`config.mk`:
```
export PLATFORM = sky130hd
export DESIGN_NAME = axi_to_hdmi_top
export DESIGN_NICKNAME = d
export VERILOG_FILES = /design/src/common/link_pkg.sv /design/src/common/video_pkg.sv /design/src/common/pixel_ring_if.sv /design/src/pixel_store/pixel_ring.sv /design/src/pixel_store/pixel_unpacker.sv /design/src/axi_to_hdmi_top.sv /design/src/link_word_decoder.sv /design/src/video_timing_gen.sv
export VERILOG_INCLUDE_DIRS = /design/src /design/src/common
export SDC_FILE = /design/constraint.sdc
export NUM_CORES = 1
export LEC_CHECK = 0
export BUFFER_PORTS_ARGS = -buffer_cell sky130_fd_sc_hd__buf_4
export CAP_MARGIN = 20
export CORE_ASPECT_RATIO = 1.75
export CORE_MARGIN = 1.5
export CORE_UTILIZATION = 54
export CTS_CLUSTER_SIZE = 25
export DETAILED_ROUTE_END_ITERATION = 16
export GPL_TIMING_DRIVEN = 0
export PLACE_DENSITY = 0.71
export SYNTH_ARGS = -nofsm -noshare
export SYNTH_HDL_FRONTEND = slang
export SYNTH_SLANG_ARGS = --single-unit
```
`constraint.sdc`:
```
create_clock -name pixel_clk -period 6.4 [get_ports pixel_clk]
set_input_delay 0.32 -clock pixel_clk [delete_from_list [all_inputs] [get_ports pixel_clk]]
set_output_delay 0.32 -clock pixel_clk [all_outputs]
set_load 0.02 [all_outputs]
```
`src/common/hdmi_bridge_config.svh`:
```
/* build-time constants for the video output bridge
   marker code, word flags, start delay, ring size, default 1080p raster */
`ifndef HDMI_BRIDGE_CONFIG_SVH
`define HDMI_BRIDGE_CONFIG_SVH

// ========================================
// link word encoding
// ========================================
`define HB_MARKER_PATTERN  48'hFEFE_FEFE_FEFE  // upper field of a frame marker
`define HB_FLAG_MARKER     2'b11               // frame marker
`define HB_FLAG_SINGLE     2'b01               // one pixel in 39:16
`define HB_FLAG_DUAL       2'b10               // two pixels, 39:16 then 63:40

// start of raster after first marker, in pixel clocks
`define HB_START_DELAY     32

// ring queue size
`define HB_RING_DEPTH      16
`define HB_RING_AW         4                   // log2 of depth

// ========================================
// default raster, 1920x1080 at 148.5 MHz
// ========================================
`define HB_H_SYNC          44
`define HB_H_BACK          148
`define HB_H_DISP          1920
`define HB_H_FRONT         88
`define HB_H_TOTAL         2200   // sync + back + disp + front

`define HB_V_SYNC          5
`define HB_V_BACK          36
`define HB_V_DISP          1080
`define HB_V_FRONT         4
`define HB_V_TOTAL         1125

`endif

```
`src/common/link_pkg.sv`:
```
/* incoming 64-bit link word format
   word, kind flag and marker field types */
`default_nettype none

package link_pkg;

    // full word from the capture side
    //   63:40 second pixel (dual only)
    //   39:16 first pixel
    //   15:14 kind flag
    //   13:0  unused
    typedef logic [63:0] link_word_t;

    // kind field, bits 15:14
    typedef logic [1:0]  link_flag_t;

    // bits 63:16, compared against the marker pattern
    typedef logic [47:0] marker_t;

endpackage : link_pkg

`default_nettype wire

```
`src/common/video_pkg.sv`:
```
/* pixel, raster counter and queue entry types
   plus the raster state encoding */
`default_nettype none

`include "hdmi_bridge_config.svh"

package video_pkg;

    typedef logic [23:0] rgb_t;         // rgb888, r in 23:16
    typedef logic [11:0] coord_t;       // h and v raster counters, up to 4095

    // one queued link word, flag kept so the reader knows how many pixels
    typedef struct packed {
        rgb_t                 second;   // valid for dual words only
        rgb_t                 first;
        link_pkg::link_flag_t flag;
    } ring_entry_t;                     // 50 bits

    typedef logic [`HB_RING_AW-1:0] ring_ptr_t;   // wraps at ring depth

    typedef logic [7:0] delay_cnt_t;    // start delay countdown

    // raster sequencing
    typedef enum logic [1:0] {
        RASTER_IDLE  = 2'd0,            // no marker yet, outputs low
        RASTER_DELAY = 2'd1,            // counting down start delay
        RASTER_RUN   = 2'd2             // counters free running
    } raster_state_t;

endpackage : video_pkg

`default_nettype wire

```
`src/common/pixel_ring_if.sv`:
```
/* link between decoder, ring queue and unpacker
   writer, store and reader modports */
`default_nettype none

interface pixel_ring_if;
    import video_pkg::*;

    // write side
    logic        push;        // qualified, taken only when full is low
    ring_entry_t push_entry;
    logic        full;        // next write pointer hits read pointer

    // frame flush, wins over push and pop
    logic        clear;

    // read side
    ring_entry_t head;        // entry at read pointer
    logic        empty;
    logic        pop;         // taken only when empty is low

    modport writer (
        output push,
        output push_entry,
        output clear,
        input  full
    );

    modport store (
        input  push,
        input  push_entry,
        input  clear,
        input  pop,
        output head,
        output full,
        output empty
    );

    modport reader (
        input  head,
        input  empty,
        input  clear,
        output pop
    );

endinterface : pixel_ring_if

`default_nettype wire

```
`src/pixel_store/pixel_ring.sv`:
```
/* 16-entry ring queue of pixel entries
   wrapping pointers, full/empty flags, frame clear */
`default_nettype none

`include "hdmi_bridge_config.svh"

module pixel_ring (
    input  wire logic pixel_clk,
    input  wire logic rst_n,
    pixel_ring_if.store q
);
    import video_pkg::*;

    ring_entry_t mem [`HB_RING_DEPTH];   // entry storage
    ring_ptr_t   wr_ptr;
    ring_ptr_t   rd_ptr;
    ring_ptr_t   wr_next;                // wr_ptr + 1, wraps with pointer width
    logic        do_push;
    logic        do_pop;

    assign wr_next = wr_ptr + 1'b1;

    // one slot kept free, 15 usable
    assign q.full  = (wr_next == rd_ptr);
    assign q.empty = (wr_ptr == rd_ptr);
    assign q.head  = mem[rd_ptr];        // visible the cycle after the push

    // clear beats both sides
    assign do_push = q.push && !q.full && !q.clear;
    assign do_pop  = q.pop && !q.empty && !q.clear;

    // ========================================
    // pointers
    // ========================================
    always_ff @(posedge pixel_clk or negedge rst_n) begin
        if (!rst_n) begin
            wr_ptr <= '0;
            rd_ptr <= '0;
        end else if (q.clear) begin
            wr_ptr <= '0;                // stale entries are simply unreachable
            rd_ptr <= '0;
        end else begin
            if (do_push) begin
                wr_ptr <= wr_next;
            end
            if (do_pop) begin
                rd_ptr <= rd_ptr + 1'b1;
            end
        end
    end

    // storage write
    always_ff @(posedge pixel_clk) begin
        if (do_push) begin
            mem[wr_ptr] <= q.push_entry;
        end
    end

endmodule : pixel_ring

`default_nettype wire

```
`src/pixel_store/pixel_unpacker.sv`:
```
/* queue entry to pixel stream, one pixel per de cycle
   dual entries give first then second pixel before the pop */
`default_nettype none

`include "hdmi_bridge_config.svh"

module pixel_unpacker (
    input  wire logic   pixel_clk,
    input  wire logic   rst_n,
    input  wire logic   pixel_req,   // video de
    output video_pkg::rgb_t pixel,
    pixel_ring_if.reader q
);
    import video_pkg::*;

    logic sel;          // 1: second half of a dual entry is next
    logic is_dual;
    logic take;         // a pixel leaves this cycle

    assign is_dual = (q.head.flag == `HB_FLAG_DUAL);
    assign take    = pixel_req && !q.empty;

    // straight from head, no register
    always_comb begin
        if (!take) begin
            pixel = '0;                       // black on underrun or blanking
        end else if (is_dual && sel) begin
            pixel = q.head.second;
        end else begin
            pixel = q.head.first;
        end
    end

    // single: pop now, dual: pop after second pixel
    assign q.pop = take && (!is_dual || sel);

    // ========================================
    // selection bit
    // ========================================
    always_ff @(posedge pixel_clk or negedge rst_n) begin
        if (!rst_n) begin
            sel <= 1'b0;
        end else if (q.clear) begin
            sel <= 1'b0;                      // new frame starts on first half
        end else if (take && is_dual) begin
            sel <= !sel;
        end
    end

endmodule : pixel_unpacker

`default_nettype wire

```
`src/axi_to_hdmi_top.sv`:
```
/* video output bridge top level
   link decoder, ring queue, unpacker and raster generator */
`default_nettype none

`include "hdmi_bridge_config.svh"

module axi_to_hdmi_top #(
    parameter int H_SYNC  = `HB_H_SYNC,
    parameter int H_BACK  = `HB_H_BACK,
    parameter int H_DISP  = `HB_H_DISP,
    parameter int H_TOTAL = `HB_H_TOTAL,
    parameter int V_SYNC  = `HB_V_SYNC,
    parameter int V_BACK  = `HB_V_BACK,
    parameter int V_DISP  = `HB_V_DISP,
    parameter int V_TOTAL = `HB_V_TOTAL
) (
    input  wire logic                 pixel_clk,
    input  wire logic                 rst_n,
    input  wire logic                 link_valid,   // no back-pressure
    input  wire link_pkg::link_word_t link_data,
    output logic                      video_hs,
    output logic                      video_vs,
    output logic                      video_de,
    output video_pkg::rgb_t           video_rgb
);

    logic marker_seen;      // decoder to raster start

    pixel_ring_if ring_bus ();

    // ========================================
    // link side
    // ========================================
    link_word_decoder decoder_i (
        .pixel_clk   (pixel_clk),
        .rst_n       (rst_n),
        .link_valid  (link_valid),
        .link_data   (link_data),
        .video_vs    (video_vs),    // window follows generated vs
        .marker_seen (marker_seen),
        .ring        (ring_bus.writer)
    );

    pixel_ring ring_i (
        .pixel_clk (pixel_clk),
        .rst_n     (rst_n),
        .q         (ring_bus.store)
    );

    // ========================================
    // video side
    // ========================================
    pixel_unpacker unpacker_i (
        .pixel_clk (pixel_clk),
        .rst_n     (rst_n),
        .pixel_req (video_de),
        .pixel     (video_rgb),
        .q         (ring_bus.reader)
    );

    video_timing_gen #(
        .H_SYNC  (H_SYNC),
        .H_BACK  (H_BACK),
        .H_DISP  (H_DISP),
        .H_TOTAL (H_TOTAL),
        .V_SYNC  (V_SYNC),
        .V_BACK  (V_BACK),
        .V_DISP  (V_DISP),
        .V_TOTAL (V_TOTAL)
    ) timing_i (
        .pixel_clk   (pixel_clk),
        .rst_n       (rst_n),
        .marker_seen (marker_seen),
        .video_hs    (video_hs),
        .video_vs    (video_vs),
        .video_de    (video_de)
    );

endmodule : axi_to_hdmi_top

`default_nettype wire

```
`src/link_word_decoder.sv`:
```
/* link word classifier, frame window tracking
   pushes pixel words into the ring and flags frame markers */
`default_nettype none

`include "hdmi_bridge_config.svh"

module link_word_decoder (
    input  wire logic                 pixel_clk,
    input  wire logic                 rst_n,
    input  wire logic                 link_valid,
    input  wire link_pkg::link_word_t link_data,
    input  wire logic                 video_vs,     // generated vs, fed back
    output logic                      marker_seen,  // one-cycle pulse
    pixel_ring_if.writer              ring
);
    import link_pkg::*;
    import video_pkg::*;

    link_flag_t  word_flag;
    marker_t     word_marker;
    logic        is_marker;
    logic        is_pixel;
    logic        vs_prev;       // vs one cycle back
    logic        vs_rise;
    logic        vs_fall;
    logic        window;        // words accepted while high
    logic        pend_valid;    // registered pixel word waiting for the ring
    ring_entry_t pend_entry;
    logic        clear_q;

    // ========================================
    // word classification
    // ========================================
    assign word_flag   = link_data[15:14];
    assign word_marker = link_data[63:16];

    assign is_marker = link_valid && (word_marker == `HB_MARKER_PATTERN)
                       && (word_flag == `HB_FLAG_MARKER);
    assign is_pixel  = link_valid
                       && ((word_flag == `HB_FLAG_SINGLE) || (word_flag == `HB_FLAG_DUAL));

    // vs edges as seen on this clock
    assign vs_rise = video_vs && !vs_prev;
    assign vs_fall = !video_vs && vs_prev;

    // ========================================
    // window, clear and marker pulse
    // ========================================
    always_ff @(posedge pixel_clk or negedge rst_n) begin
        if (!rst_n) begin
            vs_prev     <= 1'b0;
            window      <= 1'b0;
            clear_q     <= 1'b0;
            marker_seen <= 1'b0;
            pend_valid  <= 1'b0;
        end else begin
            vs_prev     <= video_vs;
            clear_q     <= vs_fall;               // flush right after vs drops
            marker_seen <= is_marker;             // timing gen ignores it outside idle
            if (vs_fall) begin
                window <= 1'b0;
            end else if (vs_rise) begin
                window <= 1'b1;                   // open from next cycle
            end
            pend_valid <= is_pixel && window;     // words outside window are lost
        end
    end

    // payload, packed second/first/flag
    always_ff @(posedge pixel_clk) begin
        if (is_pixel) begin
            pend_entry.second <= link_data[63:40];
            pend_entry.first  <= link_data[39:16];
            pend_entry.flag   <= word_flag;
        end
    end

    // drop the word if the queue has no room this cycle
    assign ring.push       = pend_valid && !ring.full;
    assign ring.push_entry = pend_entry;
    assign ring.clear      = clear_q;

endmodule : link_word_decoder

`default_nettype wire

```
`src/video_timing_gen.sv`:
```
/* raster sequencer, start delay after first marker
   h/v counters and registered hs, vs, de */
`default_nettype none

`include "hdmi_bridge_config.svh"

module video_timing_gen #(
    parameter int H_SYNC  = `HB_H_SYNC,
    parameter int H_BACK  = `HB_H_BACK,
    parameter int H_DISP  = `HB_H_DISP,
    parameter int H_TOTAL = `HB_H_TOTAL,
    parameter int V_SYNC  = `HB_V_SYNC,
    parameter int V_BACK  = `HB_V_BACK,
    parameter int V_DISP  = `HB_V_DISP,
    parameter int V_TOTAL = `HB_V_TOTAL
) (
    input  wire logic pixel_clk,
    input  wire logic rst_n,
    input  wire logic marker_seen,
    output logic      video_hs,
    output logic      video_vs,
    output logic      video_de
);
    import video_pkg::*;

    // counter limits at counter width
    localparam coord_t H_SYNC_C   = coord_t'(H_SYNC);
    localparam coord_t H_DE_START = coord_t'(H_SYNC + H_BACK);
    localparam coord_t H_DE_END   = coord_t'(H_SYNC + H_BACK + H_DISP);
    localparam coord_t H_LAST     = coord_t'(H_TOTAL - 1);
    localparam coord_t V_SYNC_C   = coord_t'(V_SYNC);
    localparam coord_t V_DE_START = coord_t'(V_SYNC + V_BACK);
    localparam coord_t V_DE_END   = coord_t'(V_SYNC + V_BACK + V_DISP);
    localparam coord_t V_LAST     = coord_t'(V_TOTAL - 1);

    localparam delay_cnt_t DELAY_LOAD = delay_cnt_t'(`HB_START_DELAY - 1);

    raster_state_t state;
    delay_cnt_t    delay_cnt;
    coord_t        h_cnt;
    coord_t        v_cnt;
    logic          h_active;
    logic          v_active;

    // ========================================
    // start sequencing
    // ========================================
    always_ff @(posedge pixel_clk or negedge rst_n) begin
        if (!rst_n) begin
            state     <= RASTER_IDLE;
            delay_cnt <= '0;
        end else begin
            case (state)
                RASTER_IDLE: begin
                    if (marker_seen) begin
                        state     <= RASTER_DELAY;
                        delay_cnt <= DELAY_LOAD;
                    end
                end
                RASTER_DELAY: begin
                    if (delay_cnt == '0) begin
                        state <= RASTER_RUN;      // start delay cycles spent here
                    end else begin
                        delay_cnt <= delay_cnt - 1'b1;
                    end
                end
                RASTER_RUN: begin
                    state <= RASTER_RUN;          // runs until reset, later markers ignored
                end
                default: begin
                    state <= RASTER_IDLE;
                end
            endcase
        end
    end

    // ========================================
    // raster counters
    // ========================================
    always_ff @(posedge pixel_clk or negedge rst_n) begin
        if (!rst_n) begin
            h_cnt <= '0;
            v_cnt <= '0;
        end else if (state != RASTER_RUN) begin
            h_cnt <= '0;                          // first line starts at h 0, v 0
            v_cnt <= '0;
        end else if (h_cnt == H_LAST) begin
            h_cnt <= '0;
            v_cnt <= (v_cnt == V_LAST) ? '0 : v_cnt + 1'b1;
        end else begin
            h_cnt <= h_cnt + 1'b1;
        end
    end

    assign h_active = (h_cnt >= H_DE_START) && (h_cnt < H_DE_END);
    assign v_active = (v_cnt >= V_DE_START) && (v_cnt < V_DE_END);

    // sync pulses are active low, one cycle behind the counters
    always_ff @(posedge pixel_clk or negedge rst_n) begin
        if (!rst_n) begin
            video_hs <= 1'b0;
            video_vs <= 1'b0;
            video_de <= 1'b0;
        end else if (state == RASTER_RUN) begin
            video_hs <= (h_cnt >= H_SYNC_C);
            video_vs <= (v_cnt >= V_SYNC_C);
            video_de <= h_active && v_active;
        end else begin
            video_hs <= 1'b0;                     // all low until the raster runs
            video_vs <= 1'b0;
            video_de <= 1'b0;
        end
    end

endmodule : video_timing_gen

`default_nettype wire

```
# After elaboration in Yosys (flattened, before gate mapping)
# Memories as Yosys holds them, arrays and structs flattened.
# Index checks and enable logic that the tools add are counted.
totals:
  wordCells: 108
  ram_bits: 800
  reg_bits: 101
  n_memories: 1
  output_inout_bits: 27
op_classes:
  mux: 26
  reduce_logical: 37
  order_cmp: 6
  n_eq_ne: 15
  add_sub_neg: 5
memory_table:
  columns: ["name", "depth", "word_bits", "read_ports", "rd_clocked_by_memory_dff", "wr", "line_no", "source"]
  rows:
  - ["ring_i.mem", 16, 50, 1, 0, 1, "pixel_ring.sv:14", "ring_entry_t mem [`HB_RING_DEPTH];"]
op_table:
  columns: ["cell", "count"]
  rows:
  - ["12-bit two-way mux", 5]
  - ["48-bit equality test, second input constant", 1]
  - ["24-bit two-way mux", 2]
  - ["12-bit by 1-bit adder with 12-bit output, second input constant", 2]
  - ["12-bit by 6-bit >= comparator with 1-bit output, second input constant", 2]
  - ["1-bit logical AND", 18]
  - ["4-bit two-way mux", 4]
  - ["8-bit two-way mux", 2]
  - ["8-bit case mux with 2 select lines", 1]
  - ["12-bit by 11-bit equality test with 1-bit output, second input constant", 1]
  - ["12-bit equality test, second input constant", 1]
  - ["12-bit by 3-bit >= comparator with 1-bit output, second input constant", 1]
  - ["12-bit by 8-bit >= comparator with 1-bit output, second input constant", 1]
  - ["12-bit by 11-bit < comparator with 1-bit output, second input constant", 1]
  - ["12-bit < comparator, second input constant", 1]
  - ["2-bit nonzero test", 6]
  - ["1-bit two-way mux", 9]
  - ["4-bit by 1-bit adder with 4-bit output, second input constant", 2]
  - ["2-bit equality test, second input constant", 4]
  - ["4-bit equality test", 2]
  - ["8-bit logical NOT", 1]
  - ["8-bit by 1-bit subtractor with 8-bit output, second input constant", 1]
  - ["1-bit logical NOT", 7]
  - ["2-bit inequality test, second input constant", 3]
  - ["other kinds (8)", 11]

# Depth between registers and ports, before layout
# Gate-level depths: netlist of run 1.
# An unclocked memory read counts as a cell.
logic_depth:
  depth_word: 9
  mapped_depth: 9

# Hierarchy
# Synthesis of run 1 repeated with hierarchy kept, for this count alone.
unflattened:
  hier_cells: 1933
  hier_area_um2: 35978.3
by_module_without_submodules:
  columns: ["mod", "cells_per_inst", "n_inst", "seq_area_each_um2", "area_each_um2"]
  rows:
  - ["pixel_ring", 1529, 1, 24223.2, 31227.4]
  - ["video_timing_gen", 231, 1, 925.9, 2159.6]
  - ["link_word_decoder", 80, 1, 1626.6, 1809.2]
  - ["pixel_unpacker", 93, 1, 25.0, 782.0]

# Worst setup path after synthesis of run 1
# OpenSTA, ideal clock, no wires.
synth_timing:
  kind: "reg-to-reg"
  from: "register ring_i.wr_ptr[0]"
  to: "memory ring_i.mem[1][0] in the netlist's numbering (enable)"
  synth_period_minus_slack_ns: 5.361
  setup_ns: 0.520
  arrival_ns: 4.841
  stages_incl_launch_ff: 9
  path_slack_ns: 1.039
  cell_sequence: "dfrtp_1 -> inv_1 -> ha_1 -> xnor2_1 -> nand2_1 -> o31ai_2 -> nor2_1 -> nand2_1 -> nor3_1"
synth_between:
  elab_chain_cells: 8
synth_rtl:
  columns: ["item", "line_no", "source"]
  rows:
  - ["start, declared", "pixel_ring.sv:15", "ring_ptr_t wr_ptr;"]
  - ["start signal, assigned", "pixel_ring.sv:44", "wr_ptr <= wr_next;"]
  - ["4-bit by 1-bit adder with 4-bit output", "pixel_ring.sv:21", "assign wr_next = wr_ptr + 1'b1;"]
  - ["4-bit equality test", "pixel_ring.sv:24", "assign q.full = (wr_next == rd_ptr);"]
  - ["1-bit logical NOT", "pixel_ring.sv:29, link_word_decoder.sv:79", null]
  - ["1-bit logical AND", "link_word_decoder.sv:79", "assign ring.push = pend_valid && !ring.full;"]
  - ["1-bit logical AND (2 in a row)", "pixel_ring.sv:29", "assign do_push = q.push && !q.full && !q.clear;"]
  - ["1-bit two-way mux", "pixel_ring.sv:54", "if (do_push) begin"]
  - ["1-bit two-way mux (not written as such)", "pixel_ring.sv:55", "mem[wr_ptr] <= q.push_entry;"]
  - ["end, declared", "pixel_ring.sv:14", null]
# Parallel ways exist; a longest one is shown, timed or not.

# Worst setup path after layout of run 1
layout_timing:
  from: "register ring_i.rd_ptr[1]"
  to: "output port video_rgb[17]"
layout_between:
  elab_chain_cells: 5
layout_rtl:
  columns: ["item", "line_no", "source"]
  rows:
  - ["start, declared", "pixel_ring.sv:16", "ring_ptr_t rd_ptr;"]
  - ["start signal, assigned", "pixel_ring.sv:47", "rd_ptr <= rd_ptr + 1'b1;"]
  - ["memory 16 x 50 bit", null, null]
  - ["2-bit equality test (no line)", null, null]
  - ["1-bit logical AND", "pixel_unpacker.sv:27", "end else if (is_dual && sel) begin"]
  - ["24-bit two-way mux", "pixel_unpacker.sv:27", null]
  - ["24-bit two-way mux (*)", "pixel_unpacker.sv:25", "if (!take) begin"]
  - ["end, declared", "axi_to_hdmi_top.sv:24", "output video_pkg::rgb_t video_rgb"]
# Mark *: on every way between the ends. The rest lies on a longest branch, timed or not.

==> results of run 1 <==
==> layer usage <==
layer / GRT usage, % / up-vias
met3: 3.62 / 166
met4: 10.8 / 0
met5: 0 / -
met1: 31.5 / 9117
met2: 45.3 / 743
li1: - / 7044
==> registers in the layout (all words and copies together) (netlist names) <==
name	count
timing_i.h_cnt	12
timing_i.v_cnt	12
ring_i.rd_ptr	4
ring_i.wr_ptr	4
decoder_i.window	1
decoder_i.pend_valid	1
timing_i.state	2
decoder_i.vs_prev	1
decoder_i.ring.push_entry	50
timing_i.video_vs	1
timing_i.delay_cnt	8
unpacker_i.sel	1
decoder_i.ring.clear	1
timing_i.video_de	1
decoder_i.marker_seen	1
timing_i.video_hs	1
ring_i.mem	800
==> worst max-delay path, cell delays in order, from the launching register on <==
cell      delay, ns
dfrtp_1        0.36
buf_2          0.25
buf_6          0.21
buf_2          0.29
clkbuf_1       0.84
mux4_2         0.46
mux4_2         0.54
mux2i_1        0.15
nor2_1         0.09
buf_4          0.22
==> layout make-up <==
cell class / instances / area (sq um)
clock buffers: 101 / 2130
multi-input cells: 567 / 7810
clock inverters: 42 / 419
flip-flops and latches: 901 / 26800
well taps: 812 / 1020
repair buffers: 185 / 1980
fillers: 4115 / 23600
inverters: 18 / 67.6
plain buffers: 70 / 354
==> cell families (layout without fill, tap and decap cells) <==
kind of cell,after synthesis,count (layout)
AOI/OAI and AO/OA,61,61
xor gates and xnor gates,24,24
adders and majority gates,17,17
buffers and inverters,88,416
DFF,901,901
muxes,271,271
and+or+nand+nor,194,194
==> worst max path at each step <==
stage,to,cells past startpoint
floorplan,ring_i.mem[1][0],8
global placement,ring_i.mem[1][13],7
detailed placement,video_rgb[3],9
CTS,video_rgb[3],9
global route,video_rgb[22],9
finish,video_rgb[17],9
==> per-stage QoR <==
| step | util (%) | std cells | instance area, sq um |
|---|---|---|---|
| after floorplan | - | 1556 | 34900 |
| after global placement | 56.9 | 2447 | 36500 |
| after detailed placement | 58.4 | 2500 | 37500 |
| after CTS | 63.2 | 2694 | 40500 |
| after global routing | 63.2 | 2696 | 40600 |
| final | 63.2 | 2696 | 40600 |
==> synthesized netlist by cell type, types with 12 or more instances <==
cell type / number
buf_2: 25
clkbuf_1: 32
dfrtp_1: 51
edfxtp_1: 850
ha_1: 17
inv_1: 18
mux2i_1: 29
mux4_2: 241
nand2_1: 21
nand2b_1: 13
nand3_1: 13
nor2_1: 66
o21ai_1: 12
xor2_1: 13
==> power by group <==
| group | internal [mW] | switching [mW] |
|---|---|---|
| registers | 6.55 | 0.117 |
| clock network | 2.69 | 2.05 |
| logic | 0.0450 | 0.0436 |
| total | 9.28 | 2.21 |
==> results.toml, run 1 <==
[cts]
cts_tree = "yes"
cts_root_buf = "clkbuf_16"
ctsResizeCount = 0
numCtsBuffers = 78
h-tree-depth = 3
cts.sinks = 901
worstSkewPairLatency_ns = 0.63
postCtsSetupRepairBufs = 0
cts_max_path_buffers = 3
cts.reportedPaths.clkPinSlew_ns = 0.07
hold_buffers = 51

[setup_path]
rrSetupSlack_ns = 2.89
required_ns = 6.08
crit_type = "flip-flop to output port"
worstReg2RegEnd = "ring_i.mem[2][13]"
ff2ff_path_depth = 10
critPathArrivalTime_ns = 4.06
path_max_fanout = 10
reg2reg_from = "ring_i.rd_ptr[3]"
crit_path_start = "ring_i.rd_ptr[1]"
crit_path_start_kind = "flip-flop"
end_kind = "output port"

[sta]
fin_ws_ns = 2.02
tns_ns = 0
slew_headroom_pct = 25.1
worst_slew_pin_slew_ns = 1.12
finalCritPeriodShare_pct = 68.5
max_freq_ghz = 0.228
fin_skew_ns = 0.0223
final_max_slew_viol_count = 0
hold-worst-slack_ns = 0.0585
timing_hold_violations_final = 0
setup_viol = 0
finalWorstPathRequiredPeriod_ns = 4.38
rsz0062_at_grt = "no"

[worst_hold_path]
hp-class = "primary input to flip-flop"
worstHoldEndpoint = "decoder_i.pend_valid"
min_path_cells = 2
min-delay-start = "link_valid"

[die]
io_pins = 94
start_util_pct = 54.4
dieArea_sq_um = 66300
num_rows = 123
core-area_sq_um = 64200
fp.dieW_um = 195
chipHeight_um = 339

[logic_synthesis]
netlist_area_sq_um = 34900
synth_top_area_cell = "edfxtp_1"
syn_inst = 1556
async_flop_share_pct = 5.66
ys_types = 62
muxShareOfSynthArea_pct = 16.4
synth_compound_area_share_pct = 1.39
synth_fa_ha_area_share_pct = 0.609
synth_edf_count = 850
synth_seq_cells = 901
synth_top_family_by_area = "multiplexers"
synth_ff_type = "edfxtp_1"
synthTopCellsByArea = "edfxtp_1, mux4_2, dfrtp_1"
yosysSeqAreaShare_pct = 76.8
yosysWarnings = 0
synth-simple-area-share_pct = 3.02
syn_avg_cell_area_sq_um = 22.4
syn_nets = 1640
synthXorXnorAreaFrac_pct = 0.602
synth_top_area_share_pct = 73.1

[finish]
drive_above_1_share_pct = 29.5
layout_commonest_cell = "edfxtp_1"
layout_common_cells = "edfxtp_1, mux4_2, buf_4"
nets = 1905
antenna-diode-count = 0
areaGrowthSynthToFinish_pct = 16.2

[pwr]
p_leak_nw = 13.0
peakVddDrop_mv = 0.220
powerDensity_nw_per_um2 = 283
power_mw = 11.5

[routing]
drtPass1Iterations = 5
detail_route.wl_per_cell_um = 30.5
vias = 17070
met3_length_um = 5200
ant_nets = 0
routed_wl_um = 82300
wl_met2_um = 44100
wl_met1_um = 29800
drt_first_iter_violations = 1686
dr.max_layer_used = "met4"
drc = 0
viasPerCell = 6.33

[grt]
grt_max_degree = 52
grt_usage_pct = 25.5
grt_first_pass_wirelength_um = 120000
antenna_found_initial = 0
overflow = 0
grt_pass1_vias = 18321

[place]
place_ws_ns = 2.65
portBuffers = 79
dpl.hpwl_um = 54300
gp_congestion = 0.804

[job]
drv_cap = 0

[outcome]
status = "complete, no violations"
Power figures use the tool's default switching activity.
==> inputs of run 2 (changes only) <==
- ABC_AREA: unset -> 1
- PLACE_DENSITY: 0.71 -> 0.73
- clock period: 6.4 -> 3.84 ns (I/O delays scaled with it)
==> run 2 against run 1 <==
- first-iteration DRC count increased by 100%
- critical path type unchanged
- non-clock buffer count increased by 86
- worst setup slack got worse by 2.0 ns
- cell area increased by 3.9%
- final cell count increased by 59%
- clock skew increased by 0.00096 ns
- register-to-register slack got worse by 2.5 ns
==> results.toml, run 2 <==
[setup_path]
reg2reg_from = "ring_i.rd_ptr[1]"
rrSetupSlack_ns = 0.37
crit_path_start = "ring_i.rd_ptr[3]"
ff2ff_path_depth = 11
crit_type = "flip-flop to output port"
worstReg2RegEnd = "ring_i.mem[14][16]"
critPathArrivalTime_ns = 3.62
required_ns = 3.65
crit_path_start_kind = "flip-flop"
setup.worst_path.end = "video_rgb[21]"
path_max_fanout = 10
end_kind = "output port"

[finish]
final_cells = 4276
areaGrowthSynthToFinish_pct = 15.5
largest_reg_flops = 800
seq_area_sq_um = 26800
layout_common_cells = "nand2_1, edfxtp_1, nand3_1"
final_util_pct = 62.8
num-fill-cells = 5070
nets = 3399
layout_commonest_cell = "nand2_1"
final_cell_area_sq_um = 42200
antenna-diode-count = 0
multiInputGateArea_sq_um = 8730
regMostFlops = "ring_i.mem"
drive_above_1_share_pct = 11.4

[cts]
postCtsSetupRepairBufs = 0
cts_max_path_buffers = 3
h-tree-depth = 3
numCtsBuffers = 80
cts.reportedPaths.clkPinSlew_ns = 0.06
cts_root_buf = "clkbuf_16"
cts.sinks = 901
worstSkewPairLatency_ns = 0.66
cts_tree = "yes"

[logic_synthesis]
syn_inst = 3067
synth_seq_cells = 901
syn_nets = 3151
yosysSeqAreaShare_pct = 73.4
synth_ff_type = "edfxtp_1"
synth_top_area_share_pct = 69.9
yosysWarnings = 0
synth_most_common_cell = "nand2_1"
ys_top_cells_by_count = "nand2_1, edfxtp_1, nand3_1"
synth_edf_count = 850
async_flop_share_pct = 5.66
netlist_area_sq_um = 36500
syn_avg_cell_area_sq_um = 11.9
ys_types = 34
synthTopCellsByArea = "edfxtp_1, nand2_1, nand3_1"
synth_top_area_cell = "edfxtp_1"

[routing]
routed_wl_um = 115000
viasPerCell = 6.14
drt_first_iter_violations = 3442
drtPass1Iterations = 7
ant_nets = 0
vias = 26261
detail_route.wl_per_cell_um = 26.9
drc = 0

[sta]
worst_slew_pin_slew_ns = 1.20
timing_hold_violations_final = 0
max_freq_ghz = 0.262
final_max_slew_viol_count = 0
finalWorstPathRequiredPeriod_ns = 3.82
finalCritPeriodShare_pct = 99.4
slew_headroom_pct = 19.8
setup_viol = 0
fin_skew_ns = 0.0233
tns_ns = 0
rsz0062_at_grt = "no"
hold-worst-slack_ns = 0.129
fin_ws_ns = 0.0232

[place]
place_ws_ns = 0.414
gp_congestion = 0.921
dpl.hpwl_um = 78100
dp.cells = 4076
place_area_sq_um = 39100
portBuffers = 79

[grt]
grt_usage_pct = 33.6
grt_use_met2_pct = 57.3
met1_usage_pct = 35.3
overflow = 0
grt_first_pass_wirelength_um = 164000
grt_pass1_vias = 25943
grt_max_degree = 52
met3_usage_pct = 6.61
antenna_found_initial = 1
grt-busiest-layer = "met2"

[pwr]
power_mw = 19.2
p_comb_share_pct = 0.8
p_sw_mw = 3.83
p_sw_share_pct = 19.9
peakVddDrop_mv = 0.368
seq_power_share_pct = 57.9
power.share.clock_pct = 41.3
p_leak_nw = 15.3
powerDensity_nw_per_um2 = 456
internal_power_mw = 15.4

[die]
dieArea_sq_um = 69300
core-area_sq_um = 67200
chipHeight_um = 347
fp.dieW_um = 200
num_rows = 126
start_util_pct = 54.4
io_pins = 94

[job]
drv_cap = 0

[outcome]
status = "complete, no violations"

[worst_hold_path]
hp-class = "primary input to async pin"
[run 2: changes by cell type in the layout (fill, tap and decap cells not counted), sizes merged, moves of 11 or more]
cell / before / now
nor2b: 11 / 0
mux2i: 29 / 0
mux4: 241 / 0
inv: 23 / 86
o21ai: 22 / 42
a21oi: 11 / 38
nand3: 13 / 694
nor2: 66 / 107
nand2b: 13 / 0
buf: 172 / 243
nand2: 21 / 943
clkbuf: 133 / 144
[run 2: worst min path at each step]
stage	from	endpoint	slack, ns
floorplan	rst_n	decoder_i.marker_seen	-0.10
global placement	rst_n	ring_i.wr_ptr[2]	0.29
detailed placement	rst_n	unpacker_i.sel	0.29
CTS	rst_n	timing_i.v_cnt[5]	0.18
global route	rst_n	unpacker_i.sel	0.21
finish	rst_n	ring_i.rd_ptr[3]	0.13
[run 2: power groups by stage]
stage | registers [mW] | clock network, mW | logic [mW]
6_report | 11.1 | 7.94 | 0.149
5_1_grt | 11.1 | 8.32 | 0.160
4_1_cts | 11.1 | 7.95 | 0.150
3_5_place_dp | 11.3 | 0 | 0.107
3_3_place_gp | 11.3 | 0 | 0.100
2_1_floorplan | 11.2 | 0 | 0.0217
[run 2: what timing repair did]
action                                  4_1_cts  5_1_grt
gates cloned                                  0        0
resized for setup                             1       18
hold endpoints to repair                    103        0
endpoints found under the setup margin        4       12
hold buffers                                 52        0
[run 2: logic make-up after synthesis]
kind of cell	count (synthesis)	synth area share, %
buf+inv	255	3.06
xor+xnor	20	0.480
flops	901	73.4
compound gates	92	1.56
simple gates	1782	20.9
fa+ha+maj	17	0.582
[run 2: cell type report]
| class | count | share of cell area (%) |
|---|---|---|
| plain buffers | 175 | 1.97 |
| clock buffers | 98 | 5.08 |
| clock inverters | 49 | 0.988 |
| inverters | 80 | 0.712 |
| multi-input cells | 1911 | 20.7 |
| flip-flops and latches | 901 | 63.5 |
| well taps | 896 | 2.66 |
| repair buffers | 166 | 4.34 |
[run 2: worst max-delay path, cell delays in order, from the launching register on]
cell	delay (ns)
dfrtp_1	0.36
buf_2	0.19
inv_1	0.32
clkbuf_2	0.52
clkbuf_1	0.78
nand3_1	0.24
a21oi_2	0.23
nor2_1	0.14
buf_4	0.18
[run 2: layer usage]
layer	share of wire [%]	vias to the layer above	wire [um]
met5	0.010	-	12
met4	10	2	11400
met3	9.8	589	11300
met2	50	1925	57600
met1	30	12467	34500
li1	-	11278	-
